File: config.mk
export PLATFORM = sky130hd
export DESIGN_NAME = memory_game_top
export DESIGN_NICKNAME = d
export VERILOG_FILES = /design/src/verilog/display_pkg.sv /design/src/verilog/game_pkg.sv /design/src/verilog/memory_game_top.sv /design/src/verilog/status_output.sv /design/src/verilog/game_fsm.sv /design/src/verilog/pattern_lfsr.sv /design/src/verilog/guess_capture.sv
export SDC_FILE = /design/constraint.sdc
export NUM_CORES = 1
export LEC_CHECK = 0
export ABC_AREA = 1
export BUFFER_PORTS_ARGS = -buffer_cell sky130_fd_sc_hd__buf_2
export CORE_AREA = 10 10 118 120
export DETAILED_ROUTE_END_ITERATION = 10
export DIE_AREA = 0 0 128 130
export PLACE_DENSITY = 0.81
export SETUP_SLACK_MARGIN = 0.05
export SLEW_MARGIN = 30
export SYNTH_ARGS = -nofsm -noshare
export SYNTH_HDL_FRONTEND = slang
export SYNTH_SLANG_ARGS = --single-unit
File: constraint.sdc
create_clock -name clk -period 3.7 [get_ports clk]
set_clock_uncertainty 0.1 [all_clocks]
set_input_delay 1.11 -clock clk [delete_from_list [all_inputs] [get_ports clk]]
set_output_delay 1.11 -clock clk [all_outputs]
set_load 0.01 [all_outputs]
File: src/verilog/display_pkg.sv
package display_pkg;

    // buzzer modes requested by the controller
    typedef enum logic [1:0]
    {
        TONE_OFF,
        TONE_ERROR,
        TONE_WIN
    } tone_e;

    // active low segment codes in bit order {dp, g, f, e, d, c, b, a}
    localparam logic [7:0] SEG_DIGIT [10] = '{
        8'hC0, 8'hF9, 8'hA4, 8'hB0, 8'h99,
        8'h92, 8'h82, 8'hF8, 8'h80, 8'h90
    };

    // letter table order is P, S, E, G
    localparam int LET_P = 0;
    localparam int LET_S = 1;
    localparam int LET_E = 2;
    localparam int LET_G = 3;
    localparam logic [7:0] SEG_LETTER [4] = '{8'h8C, 8'h92, 8'h86, 8'hC2};

    localparam logic [7:0] SEG_BLANK = 8'hFF;

endpackage

File: src/verilog/game_pkg.sv
package game_pkg;

    // width of the shown pattern and of the player's guess
    localparam int PATTERN_BITS = 7;

    // internal register width of the pattern generator
    localparam int LFSR_BITS = 16;

    // compared bits for rounds 0, 1 and 2
    localparam int ROUND_WIDTH [3] = '{5, 6, 7};

    // controller states
    typedef enum logic [2:0]
    {
        IDLE,
        SHOW,
        PLAY,
        JUDGE,
        WIN
    } game_state_e;

endpackage
File: src/verilog/memory_game_top.sv
`timescale 1ns/1ps

module memory_game_top #(
    parameter int SHOW_CYCLES = 150_000_000,
    parameter int BEEP_CYCLES = 25_000_000,
    parameter int SCAN_DIV    = 50_000
) (
    input  logic                              clk,
    input  logic                              sw,
    input  logic                              arm,
    input  logic                              start,
    input  logic [game_pkg::PATTERN_BITS-1:0] guess,
    output logic [15:0]                       led,
    output logic [7:0]                        seg,
    output logic [7:0]                        dig,
    output logic                              beep
);

    logic                              guess_valid;
    logic                              guess_ready;
    logic [game_pkg::PATTERN_BITS-1:0] guess_value;
    logic                              draw;
    logic [game_pkg::PATTERN_BITS-1:0] pattern;
    game_pkg::game_state_e             state;
    logic [1:0]                        round;
    logic                              tone_req;
    display_pkg::tone_e                tone_kind;

    guess_capture u_capture (
        .clk         (clk),
        .sw          (sw),
        .start       (start),
        .guess       (guess),
        .guess_valid (guess_valid),
        .guess_value (guess_value),
        .guess_ready (guess_ready)
    );

    pattern_lfsr u_lfsr (
        .clk     (clk),
        .sw      (sw),
        .draw    (draw),
        .pattern (pattern)
    );

    game_fsm #(
        .SHOW_CYCLES (SHOW_CYCLES)
    ) u_fsm (
        .clk         (clk),
        .sw          (sw),
        .arm         (arm),
        .guess_valid (guess_valid),
        .guess_value (guess_value),
        .guess_ready (guess_ready),
        .pattern     (pattern),
        .draw        (draw),
        .led         (led),
        .state       (state),
        .round       (round),
        .tone_req    (tone_req),
        .tone_kind   (tone_kind)
    );

    status_output #(
        .SCAN_DIV    (SCAN_DIV),
        .BEEP_CYCLES (BEEP_CYCLES)
    ) u_status (
        .clk       (clk),
        .sw        (sw),
        .state     (state),
        .round     (round),
        .tone_req  (tone_req),
        .tone_kind (tone_kind),
        .seg       (seg),
        .dig       (dig),
        .beep      (beep)
    );

endmodule

File: src/verilog/status_output.sv
`timescale 1ns/1ps

module status_output #(
    parameter int SCAN_DIV    = 50000,
    parameter int BEEP_CYCLES = 1000
) (
    input  logic                  clk,
    input  logic                  sw,
    input  game_pkg::game_state_e state,
    input  logic [1:0]            round,
    input  logic                  tone_req,
    input  display_pkg::tone_e    tone_kind,
    output logic [7:0]            seg,
    output logic [7:0]            dig,
    output logic                  beep
);

    localparam int SCAN_W = $clog2(SCAN_DIV + 1);
    localparam int BEEP_W = $clog2(BEEP_CYCLES + 1);
    localparam logic [SCAN_W-1:0] SCAN_LAST = SCAN_W'(SCAN_DIV - 1);
    localparam logic [BEEP_W-1:0] BEEP_LEN  = BEEP_W'(BEEP_CYCLES);

    logic [SCAN_W-1:0]  scan_cnt;
    logic               sel;
    logic [BEEP_W-1:0]  beep_cnt;
    logic               phase;
    logic               err_tone;
    logic [7:0]         letter;
    display_pkg::tone_e kind_q;

    // digit select flips every SCAN_DIV cycles
    always_ff @(posedge clk or posedge sw)
    begin
        if (sw)
        begin
            scan_cnt <= '0;
            sel      <= 1'b0;
        end
        else if (scan_cnt == SCAN_LAST)
        begin
            scan_cnt <= '0;
            sel      <= !sel;
        end
        else
            scan_cnt <= scan_cnt + 1'b1;
    end

    // win tone toggles at half the rate
    always_ff @(posedge clk or posedge sw)
    begin
        if (sw)
        begin
            beep_cnt <= '0;
            phase    <= 1'b0;
            beep     <= 1'b0;
            kind_q   <= display_pkg::TONE_OFF;
        end
        else if (tone_req && tone_kind != display_pkg::TONE_OFF)
        begin
            beep_cnt <= BEEP_LEN;
            phase    <= 1'b0;
            kind_q   <= tone_kind;
        end
        else if (beep_cnt != '0)
        begin
            beep_cnt <= beep_cnt - 1'b1;
            phase    <= !phase;
            if (kind_q == display_pkg::TONE_ERROR || phase)
                beep <= !beep;
        end
        else
            beep <= 1'b0;
    end

    assign err_tone = (beep_cnt != '0) && (kind_q == display_pkg::TONE_ERROR);

    always_comb
    begin
        if (err_tone)
            letter = display_pkg::SEG_LETTER[display_pkg::LET_E];
        else if (state == game_pkg::SHOW)
            letter = display_pkg::SEG_LETTER[display_pkg::LET_S];
        else if (state == game_pkg::WIN)
            letter = display_pkg::SEG_LETTER[display_pkg::LET_G];
        else
            letter = display_pkg::SEG_LETTER[display_pkg::LET_P];
    end

    // display dark while the game is not armed; dig is active low
    always_comb
    begin
        if (state == game_pkg::IDLE)
        begin
            seg = display_pkg::SEG_BLANK;
            dig = 8'hFF;
        end
        else if (sel)
        begin
            seg = letter;
            dig = 8'hFD;
        end
        else
        begin
            seg = display_pkg::SEG_DIGIT[round + 2'd1];
            dig = 8'hFE;
        end
    end

endmodule

File: src/verilog/game_fsm.sv
`timescale 1ns/1ps

module game_fsm #(
    parameter int SHOW_CYCLES = 1000
) (
    input  logic                              clk,
    input  logic                              sw,
    input  logic                              arm,
    input  logic                              guess_valid,
    input  logic [game_pkg::PATTERN_BITS-1:0] guess_value,
    output logic                              guess_ready,
    input  logic [game_pkg::PATTERN_BITS-1:0] pattern,
    output logic                              draw,
    output logic [15:0]                       led,
    output game_pkg::game_state_e             state,
    output logic [1:0]                        round,
    output logic                              tone_req,
    output display_pkg::tone_e                tone_kind
);

    localparam int TIMER_W = $clog2(SHOW_CYCLES + 1);
    localparam logic [TIMER_W-1:0] SHOW_LAST = TIMER_W'(SHOW_CYCLES - 1);

    logic                              arm_prev;
    logic                              arm_rise;
    logic                              take;
    logic                              match;
    logic [TIMER_W-1:0]                show_cnt;
    logic [game_pkg::PATTERN_BITS-1:0] guess_q;
    logic [game_pkg::PATTERN_BITS-1:0] round_mask;

    assign arm_rise    = arm && !arm_prev;
    assign guess_ready = (state == game_pkg::PLAY);
    assign take        = guess_valid && guess_ready;

    // only the low bits of the current round count
    always_comb
    begin
        round_mask = '0;
        for (int i = 0; i < game_pkg::PATTERN_BITS; i++)
            round_mask[i] = (i < game_pkg::ROUND_WIDTH[round]);
    end

    assign match = ((guess_q ^ pattern) & round_mask) == '0;

    // new pattern on arming and after a good guess below the last round
    assign draw = (state == game_pkg::IDLE && arm_rise)
               || (state == game_pkg::JUDGE && arm && match && round != 2'd2);

    always_ff @(posedge clk)
    begin
        if (take)
            guess_q <= guess_value;
    end

    always_ff @(posedge clk or posedge sw)
    begin
        if (sw)
        begin
            state     <= game_pkg::IDLE;
            round     <= 2'd0;
            show_cnt  <= '0;
            arm_prev  <= 1'b0;
            tone_req  <= 1'b0;
            tone_kind <= display_pkg::TONE_OFF;
        end
        else
        begin
            arm_prev <= arm;
            tone_req <= 1'b0;
            // timer runs only inside SHOW, so every entry starts at zero
            if (state == game_pkg::SHOW)
                show_cnt <= show_cnt + 1'b1;
            else
                show_cnt <= '0;
            if (!arm)
            begin
                state <= game_pkg::IDLE;
                round <= 2'd0;
            end
            else
            begin
                case (state)
                    game_pkg::IDLE:
                        if (arm_rise)
                            state <= game_pkg::SHOW;
                    game_pkg::SHOW:
                        if (show_cnt == SHOW_LAST)
                            state <= game_pkg::PLAY;
                    game_pkg::PLAY:
                        if (take)
                            state <= game_pkg::JUDGE;
                    game_pkg::JUDGE:
                    begin
                        if (!match)
                        begin
                            // replay the same round with the same pattern
                            state     <= game_pkg::SHOW;
                            tone_req  <= 1'b1;
                            tone_kind <= display_pkg::TONE_ERROR;
                        end
                        else if (round != 2'd2)
                        begin
                            round <= round + 2'd1;
                            state <= game_pkg::SHOW;
                        end
                        else
                        begin
                            state     <= game_pkg::WIN;
                            tone_req  <= 1'b1;
                            tone_kind <= display_pkg::TONE_WIN;
                        end
                    end
                    game_pkg::WIN:
                        state <= game_pkg::WIN;
                    default:
                        state <= game_pkg::IDLE;
                endcase
            end
        end
    end

    // pattern in SHOW, one-hot round on top, victory lamp in WIN
    always_comb
    begin
        led = '0;
        if (state == game_pkg::SHOW)
            led[game_pkg::PATTERN_BITS-1:0] = pattern & round_mask;
        if (state != game_pkg::IDLE)
            led[15:13] = 3'b001 << round;
        led[12] = (state == game_pkg::WIN);
    end

endmodule

File: src/verilog/pattern_lfsr.sv
`timescale 1ns/1ps

module pattern_lfsr (
    input  logic                              clk,
    input  logic                              sw,
    input  logic                              draw,
    output logic [game_pkg::PATTERN_BITS-1:0] pattern
);

    // taps of x^16 + x^14 + x^13 + x^11 + 1 for a right shift
    localparam logic [game_pkg::LFSR_BITS-1:0] TAPS = 'hB400;
    localparam logic [game_pkg::LFSR_BITS-1:0] SEED = 'hACE1;

    logic [game_pkg::LFSR_BITS-1:0] lfsr;

    always_ff @(posedge clk or posedge sw)
    begin
        if (sw)
            lfsr <= SEED;
        else if (lfsr[0])
            lfsr <= (lfsr >> 1) ^ TAPS;
        else
            lfsr <= lfsr >> 1;
    end

    // held until the next draw
    always_ff @(posedge clk)
    begin
        if (draw)
            pattern <= lfsr[game_pkg::PATTERN_BITS-1:0];
    end

endmodule

File: src/verilog/guess_capture.sv
`timescale 1ns/1ps

module guess_capture (
    input  logic                              clk,
    input  logic                              sw,
    input  logic                              start,
    input  logic [game_pkg::PATTERN_BITS-1:0] guess,
    output logic                              guess_valid,
    output logic [game_pkg::PATTERN_BITS-1:0] guess_value,
    input  logic                              guess_ready
);

    logic start_sync;
    logic start_prev;
    logic start_rise;

    assign start_rise = start_sync && !start_prev;

    // sync the button, then look for the press edge
    always_ff @(posedge clk or posedge sw)
    begin
        if (sw)
        begin
            start_sync  <= 1'b0;
            start_prev  <= 1'b0;
            guess_valid <= 1'b0;
        end
        else
        begin
            start_sync <= start;
            start_prev <= start_sync;
            // a press while a guess is pending is dropped
            if (guess_valid && guess_ready)
                guess_valid <= 1'b0;
            else if (start_rise)
                guess_valid <= 1'b1;
        end
    end

    // switches are frozen when the request is raised
    always_ff @(posedge clk)
    begin
        if (!guess_valid && start_rise)
            guess_value <= guess;
    end

endmodule

==> metrics.md, run 1 <==
| Metric | Value |
|---|---|
| Status | completed |
| Nets | 817 |
| Die Y | 130 um |
| Synth Area in Adders | 1.992% |
| DRC errors left | 0 |
| CP arrival | 2190 ps |
| CP Launch Point | u_status.beep_cnt[0] |
| Vias per cell | 5.134 |
| Layout cells sized above 1 | 14.59% |
| Initial antenna violation count | 0 |
| PortBufs | 31 |
| Die W | 128 um |
| Post-Route WL | 13110 um |
| P per Cell Area | 617.3 nW/um^2 |
| CTS Buffer Depth | 2 |
| WS Path Type | reg -> out |
| Synthesized netlist cell count | 750 |
| VDD IR max | 0.0005590 V |
| Sequential share of power | 40.6% |
| Post-CTS Repair Setup Buffers | 0 |
| CTS tree | yes |
| Core box area | 11710 um^2 |
| Synth Area in Compound Gates | 6.294% |
| DP HPWL | 9685 um |
| Post-CTS resize count | 0 |
| Avg WL per Cell | 13.71 um |
| Starting Density | 53.64% |
| Final Cycle Share | 92.02% |
| Placer Congestion | 0.9192 |
| Synthesized cell area | 6282 um^2 |
| H-tree depth | 4 |
| Post-DRT Antenna Nets | 0 |
| DRT Pass-1 Iters | 5 |
| Initial DRC count | 405 |
| CP Max Fanout | 6 |
| Non-Filler Instances | 956 |
| Tightest Hold Check Type | reg -> reg |
| Max-cap violation count | 0 |
| Worst Setup Start Kind | flip-flop |
| Fin. max-slew vios | 0 |
| Sw frac | 33.50% |
| Avg Inst Size Synth | 8.376 um^2 |
| Largest family of logic cells by synthesized area | simple AND/OR/NAND/NOR gates |
| Int Pwr | 2945 uW |
| Vias in the first global route | 4833 |
| TritonCTS Buffers | 17 |
| All-Layer GR Usage | 16.78% |
| Number of diodes | 0 |
| Slew headroom | 48.18% |
| Least-Margin Pin Slew | 776.4 ps |
| Xor/xnor share of the synthesized area | 3.207% |
| Area grow syn2layout | 14.20% |
| LEAKAGE | 0.003359 uW |
| Logic pwr share | 23.2% |
| Hold depth | 0 |
| Fin Setup TNS | 0 ps |
| Hold buffers post-CTS | 0 |
| Reg2reg path depth | 9 |
| Flops & latches, synth | 123 |
| First-pass GRT wire length | 22400 um |
| Commonest non-fill, non-tap cells in the layout | 157 x nand2_1, 110 x nor2_1, 104 x inv_1, 94 x dfrtp_1, 43 x nand3_1 |
| Top Ports | 44 |
| Multiplexer share of the synthesized area | 0% |
| Final setup violation count | 0 |
| Largest net degree at the start of global routing | 32 |
| Clock share of power | 36.3% |
| Synth warnings | 0 |
| GRT overflow | 0 |
| Detailed-route via count | 4908 |
| # rows | 40 |
| Most common cell after layout, fill and taps aside | nand2_1 |
| Crit. End Element | primary output |
| Dpl cells | 924 |
| Hold Fails Final Rpt | 0 |
| Worst EP required | 2490 ps |
| Reg-to-Reg End | u_lfsr.pattern[1] |
| Insertion delay to the later sink of the worst-skew pair | 420 ps |
| Clk slew on worst S/H paths | 60 ps |
| Final min period | 3405 ps |
| Fraction of the mapped netlist area in simple logic gates | 28.90% |
| Setup crit end | seg[1] |
| Clock Sinks | 123 |
| RSZ-0062 raised after global routing | false |
| Die area | 16640 um^2 |
| Reg2reg setup slack | 1420 ps |
| Register area share after synthesis | 50.83% |
| CTS root buffer | clkbuf_16 |
| Switching Power | 1484 uW |
| R2r startpoint | u_fsm.round[0] |
| FMAX | 293.7 MHz |
| Filler cells | 996 |
| Yosys cell types | 45 |
## layer usage
layer | routed length (um) | share of wire [%] | global-route usage (%) | vias up
li1 | - | - | - | 2463
met1 | 5625 | 43 | 19.58 | 2297
met2 | 6470 | 49 | 28.02 | 127
met3 | 709 | 5.4 | 4.300 | 21
met4 | 303 | 2.3 | 8.742 | 0
met5 | 0 | 0 | 0 | -
## power by group through the flow
stage	registers [uW]	clock network (uW)	logic, uW
4_1_cts	1790	1640	1030
6_report	1800	1610	1030
5_1_grt	1830	1700	1190
2_1_floorplan	1770	0	795
3_5_place_dp	1810	0	1020
3_3_place_gp	1800	0	997
## how the worst min path moves through the flow
stage / from / to / slack [ps]
2_1_floorplan: u_lfsr.lfsr[9] / u_lfsr.lfsr[8] / 230
3_3_place_gp: u_lfsr.lfsr[9] / u_lfsr.lfsr[8] / 230
3_5_place_dp: u_lfsr.lfsr[12] / u_lfsr.lfsr[11] / 240
4_1_cts: u_lfsr.lfsr[7] / u_lfsr.lfsr[6] / 250
5_1_grt: u_lfsr.lfsr[7] / u_lfsr.lfsr[6] / 260
6_report: u_lfsr.lfsr[8] / u_lfsr.lfsr[7] / 250
## state kept, by name, summed over array words and instances, names as in the netlist
signal,flops
u_fsm.state,3
u_fsm.show_cnt,28
u_fsm.tone_req,1
u_status.kind_q,2
u_fsm.tone_kind,2
u_status.beep_cnt,25
u_lfsr.pattern,7
u_fsm.round,2
u_capture.start_sync,1
u_status.phase,1
u_lfsr.lfsr,16
u_fsm.arm_prev,1
u_capture.guess_valid,1
u_status.sel,1
u_capture.start_prev,1
u_fsm.guess_q,7
u_capture.guess_value,7
u_status.beep,1
u_status.scan_cnt,16
## area by class of cell
cell class / count / area, um^2 / share of cell area, %
flip-flops and latches: 123 / 3193 / 44.51
multi-input cells: 508 / 2592 / 36.14
clock buffers: 19 / 432.9 / 6.034
inverters: 108 / 409.1 / 5.703
repair buffers: 38 / 220.2 / 3.069
well taps: 147 / 183.9 / 2.564
clock inverters: 13 / 142.6 / 1.988
## critical path: stages, from the launching register on
cell     delay [ps]
dfrtp_1         420
inv_1           130
ha_1            230
nand2_2         140
nor2_4          190
nand4_4         160
nand2_2         140
nand3_2          90
nand2_1          90
nand2_1          40
buf_2           140
## metrics by stage
stage	hold WS [ps]	total power, uW	area [um^2]	setup WS, ps	util (%)
after floorplan	231.2	2562	6324	938.1	-
after global placement	234.7	2800	6594	761.7	56.30
after detailed placement	241.0	2836	6599	731.1	56.35
after CTS	253.8	4466	7174	263.7	61.26
after global routing	255.6	4712	7174	132.4	61.26
final	251.0	4429	7174	295.4	61.26
## logic make-up after synthesis
| family | Yosys count |
|---|---|
| adders and majority gates | 10 |
| other | 2 |
| DFF | 123 |
| AOI/OAI and AO/OA | 70 |
| and+or+nand+nor | 393 |
| xor gates and xnor gates | 23 |
| buffers and inverters | 129 |
## Yosys cell counts, drive strengths merged
library cell	n	area, um^2
nand2	165	644.4
nor2	121	526.8
inv	108	405.4
dfrtp	94	2352
nand3	47	255.3
nor3	43	251.5
a21oi	29	145.1
o21ai	27	142.6
edfxtp	21	630.6
xor2	20	175.2
buf	17	123.9
ha	10	125.1
dfstp	8	210.2
nand4	8	80.08
or2	5	31.28
clkbuf	4	15.01
o21bai	3	26.27
o31ai	3	22.52
xnor2	3	26.28
a211oi	2	15.01
a21boi	2	15.01
conb	2	7.510
nor4	2	12.51
a31oi	1	6.260
a41oi	1	8.760
and3	1	6.260
nand3b	1	7.510
o21a	1	7.510
o22ai	1	6.260
Power figures use the tool's default switching activity.
==> inputs of run 2 (changes only) <==
CTS_BUF_LIST = sky130_fd_sc_hd__clkbuf_4 sky130_fd_sc_hd__clkbuf_8   (was default)
==> run 2 against run 1 <==
  * Routed wire length shrank 2.0%
  * Count of clock-buffer cells in the layout is the same
  * Via count shrank 0.35%
  * Worst setup slack lost 46 ps
  * Die area is the same
  * Core utilization shrank 1.6 points
  * Highest routed layer unchanged
  * First-iteration DRC count shrank 3.0%
  * Hold slack lost 5.9 ps
  * Register-to-register slack is essentially flat
  * Final cell count is the same
  * Largest cell class unchanged
  * Cell area shrank 2.6%
  * Sequential cell count is the same
==> metrics.md, run 2 (same netlist as run 1, synthesis figures left out) <==
| Metric | Value |
|---|---|
| Status | completed (unchanged) |
| DRC errors left | 0 (unchanged) |
| WS Path Type | reg -> out (unchanged) |
| Worst Setup Start Kind | flip-flop (unchanged) |
| Pre-CTS setup slack | 731.1 ps (unchanged) |
| Register with the most flip-flops | u_fsm.show_cnt (unchanged) |
| FMAX | 289.8 MHz (was 293.7 MHz) |
| Nets | 817 (unchanged) |
| Area grow syn2layout | 11.27% (was 14.20%) |
| Layout cells sized above 1 | 14.83% (was 14.59%) |
| Starting Density | 53.64% (unchanged) |
| Die W | 128 um (unchanged) |
| Post-Route WL | 12850 um (was 13110 um) |
| Hold Fails Final Rpt | 0 (unchanged) |
| All-Layer GR Usage | 16.61% (was 16.78%) |
| Final min period | 3451 ps (was 3405 ps) |
| Commonest non-fill, non-tap cells in the layout | 157 x nand2_1, 110 x nor2_1, 104 x inv_1, 94 x dfrtp_1, 43 x nand3_1 (unchanged) |
| Initial antenna violation count | 0 (unchanged) |
| Fin worst setup slack | 249.2 ps (was 295.4 ps) |
| Largest registers | u_fsm.show_cnt (28), u_status.beep_cnt (25) (unchanged) |
| Hold buffers post-CTS | 0 (unchanged) |
| CP max-delay cell | dfrtp_1 (unchanged) |
| Top Ports | 44 (unchanged) |
| CTS Buffer Depth | 2 (unchanged) |
| VDD IR max | 0.0004063 V (was 0.0005590 V) |
| Crit path cell chain | inv_1 -> ha_1 -> nand2_2 -> nor2_4 -> nand4_4 -> nand2_2 -> nand3_2 -> nand2_1 -> nand2_1 -> buf_2 (unchanged) |
| First-pass GRT wire length | 22010 um (was 22400 um) |
| Final setup violation count | 0 (unchanged) |
| Die Y | 130 um (unchanged) |
| DP HPWL | 9685 um (unchanged) |
| CP Max Fanout | 6 (unchanged) |
| # rows | 40 (unchanged) |
| Insertion delay to the later sink of the worst-skew pair | 460 ps (was 420 ps) |
| Crit. End Element | primary output (unchanged) |
| Clock Sinks | 123 (unchanged) |
| Tightest Hold Check Type | reg -> reg (unchanged) |
| Worst path max stage delay | 420 ps (about the same) |
| Initial DRC count | 393 (was 405) |
| RSZ-0062 raised after global routing | false (unchanged) |
| Post-route cell area | 6990 um^2 (was 7174 um^2) |
| Clk slew on worst S/H paths | 70 ps (was 60 ps) |
| Vias per cell | 5.116 (was 5.134) |
| Largest net degree at the start of global routing | 32 (unchanged) |
| Least-Margin Pin Slew | 810.5 ps (was 776.4 ps) |
| Post-CTS resize count | 0 (unchanged) |
| CP arrival | 2240 ps (was 2190 ps) |
| DRT Pass-1 Iters | 5 (unchanged) |
| Worst EP required | 2490 ps (about the same) |
| Post-DRT Antenna Nets | 0 (unchanged) |
| Max reg flops | 28 (unchanged) |
| CTS tree | yes (unchanged) |
| PortBufs | 31 (unchanged) |
| Detailed-route via count | 4891 (was 4908) |
| Avg WL per Cell | 13.44 um (was 13.71 um) |
| TritonCTS Buffers | 17 (unchanged) |
| Fin Setup TNS | 0 ps (unchanged) |
| Area post-placement | 6599 um^2 (unchanged) |
| Core box area | 11710 um^2 (unchanged) |
| P per Cell Area | 571.0 nW/um^2 (was 617.3 nW/um^2) |
| Placer Congestion | 0.9192 (unchanged) |
| Number of diodes | 0 (unchanged) |
| Slew headroom | 45.91% (was 48.18%) |
| Post-CTS Repair Setup Buffers | 0 (unchanged) |
| Most common cell after layout, fill and taps aside | nand2_1 (unchanged) |
| LEAKAGE | 0.003278 uW (was 0.003359 uW) |
| Max-cap violation count | 0 (unchanged) |
| CTS root buffer | clkbuf_8 (was clkbuf_16) |
| GRT overflow | 0 (unchanged) |
| Die area | 16640 um^2 (unchanged) |
| Fin. max-slew vios | 0 (unchanged) |
| Final Cycle Share | 93.27% (was 92.02%) |
| H-tree depth | 4 (unchanged) |
| Vias in the first global route | 4735 (was 4833) |
run 2: cell types whose count changed in the layout (fill, tap and decap cells not counted):
| cell | previous run | this run |
|---|---|---|
| clkbuf_4 | 0 | 2 |
| clkbuf_1 | 2 | 0 |
| clkbuf_16 | 17 | 0 |
| clkbuf_8 | 0 | 17 |
run 2: critical path, delay by kind of cell (launching register included):
family,cells,cell delay (ps)
AND/OR/NAND/NOR,7,850
flip-flops,1,420
buffers and inverters,2,280
adder cells (fa/ha/maj),1,230
run 2: final timing paths:
path / endpoint / slack, ps / startpoint / cells past startpoint
max in group asynchronous: u_lfsr.lfsr[0] / 2180 / sw / 3
setup / recovery: seg[1] / 250 / u_status.beep_cnt[0] / 10
hold reg to reg: u_lfsr.lfsr[6] / 250 / u_lfsr.lfsr[7] / 0
hold / removal: u_lfsr.lfsr[6] / 250 / u_lfsr.lfsr[7] / 0
setup reg to reg: u_lfsr.pattern[1] / 1420 / u_fsm.round[0] / 9
min in group asynchronous: u_fsm.show_cnt[5] / 650 / sw / 2
run 2: layout make-up:
type                            instances  area [um^2]
Timing Repair Buffer                   38        220.2
Tap cell                              147        183.9
Fill cell                            1014         4721
Multi-Input combinational cell        508         2592
Clock inverter                         13        142.6
Sequential cell                       123         3193
Inverter                              108        409.1
Clock buffer                           19        249.0
run 2: layer usage:
layer	GRT usage, %	share of wire (%)
met4	8.609	2.2
met1	19.68	43
met2	26.79	49
met5	0	0
met3	5.071	5.3
run 2: power by group:
group          total (uW)  internal [uW]  switching, uW  leakage (uW)
sequential           1790           1590            197       0.00152
clock                1170            616            556      0.000186
combinational        1030            354            674       0.00158
run 2: metrics by stage:
step | instances | power, uW | hold slack [ps] | utilization, %
floorplan | 760 | 2562 | 231.2 | -
global placement | 924 | 2800 | 234.7 | 56.30
detailed placement | 924 | 2836 | 241.0 | 56.35
CTS | 956 | 4020 | 253.3 | 59.69
global route | 956 | 4274 | 259.3 | 59.69
finish | 956 | 3991 | 245.0 | 59.69
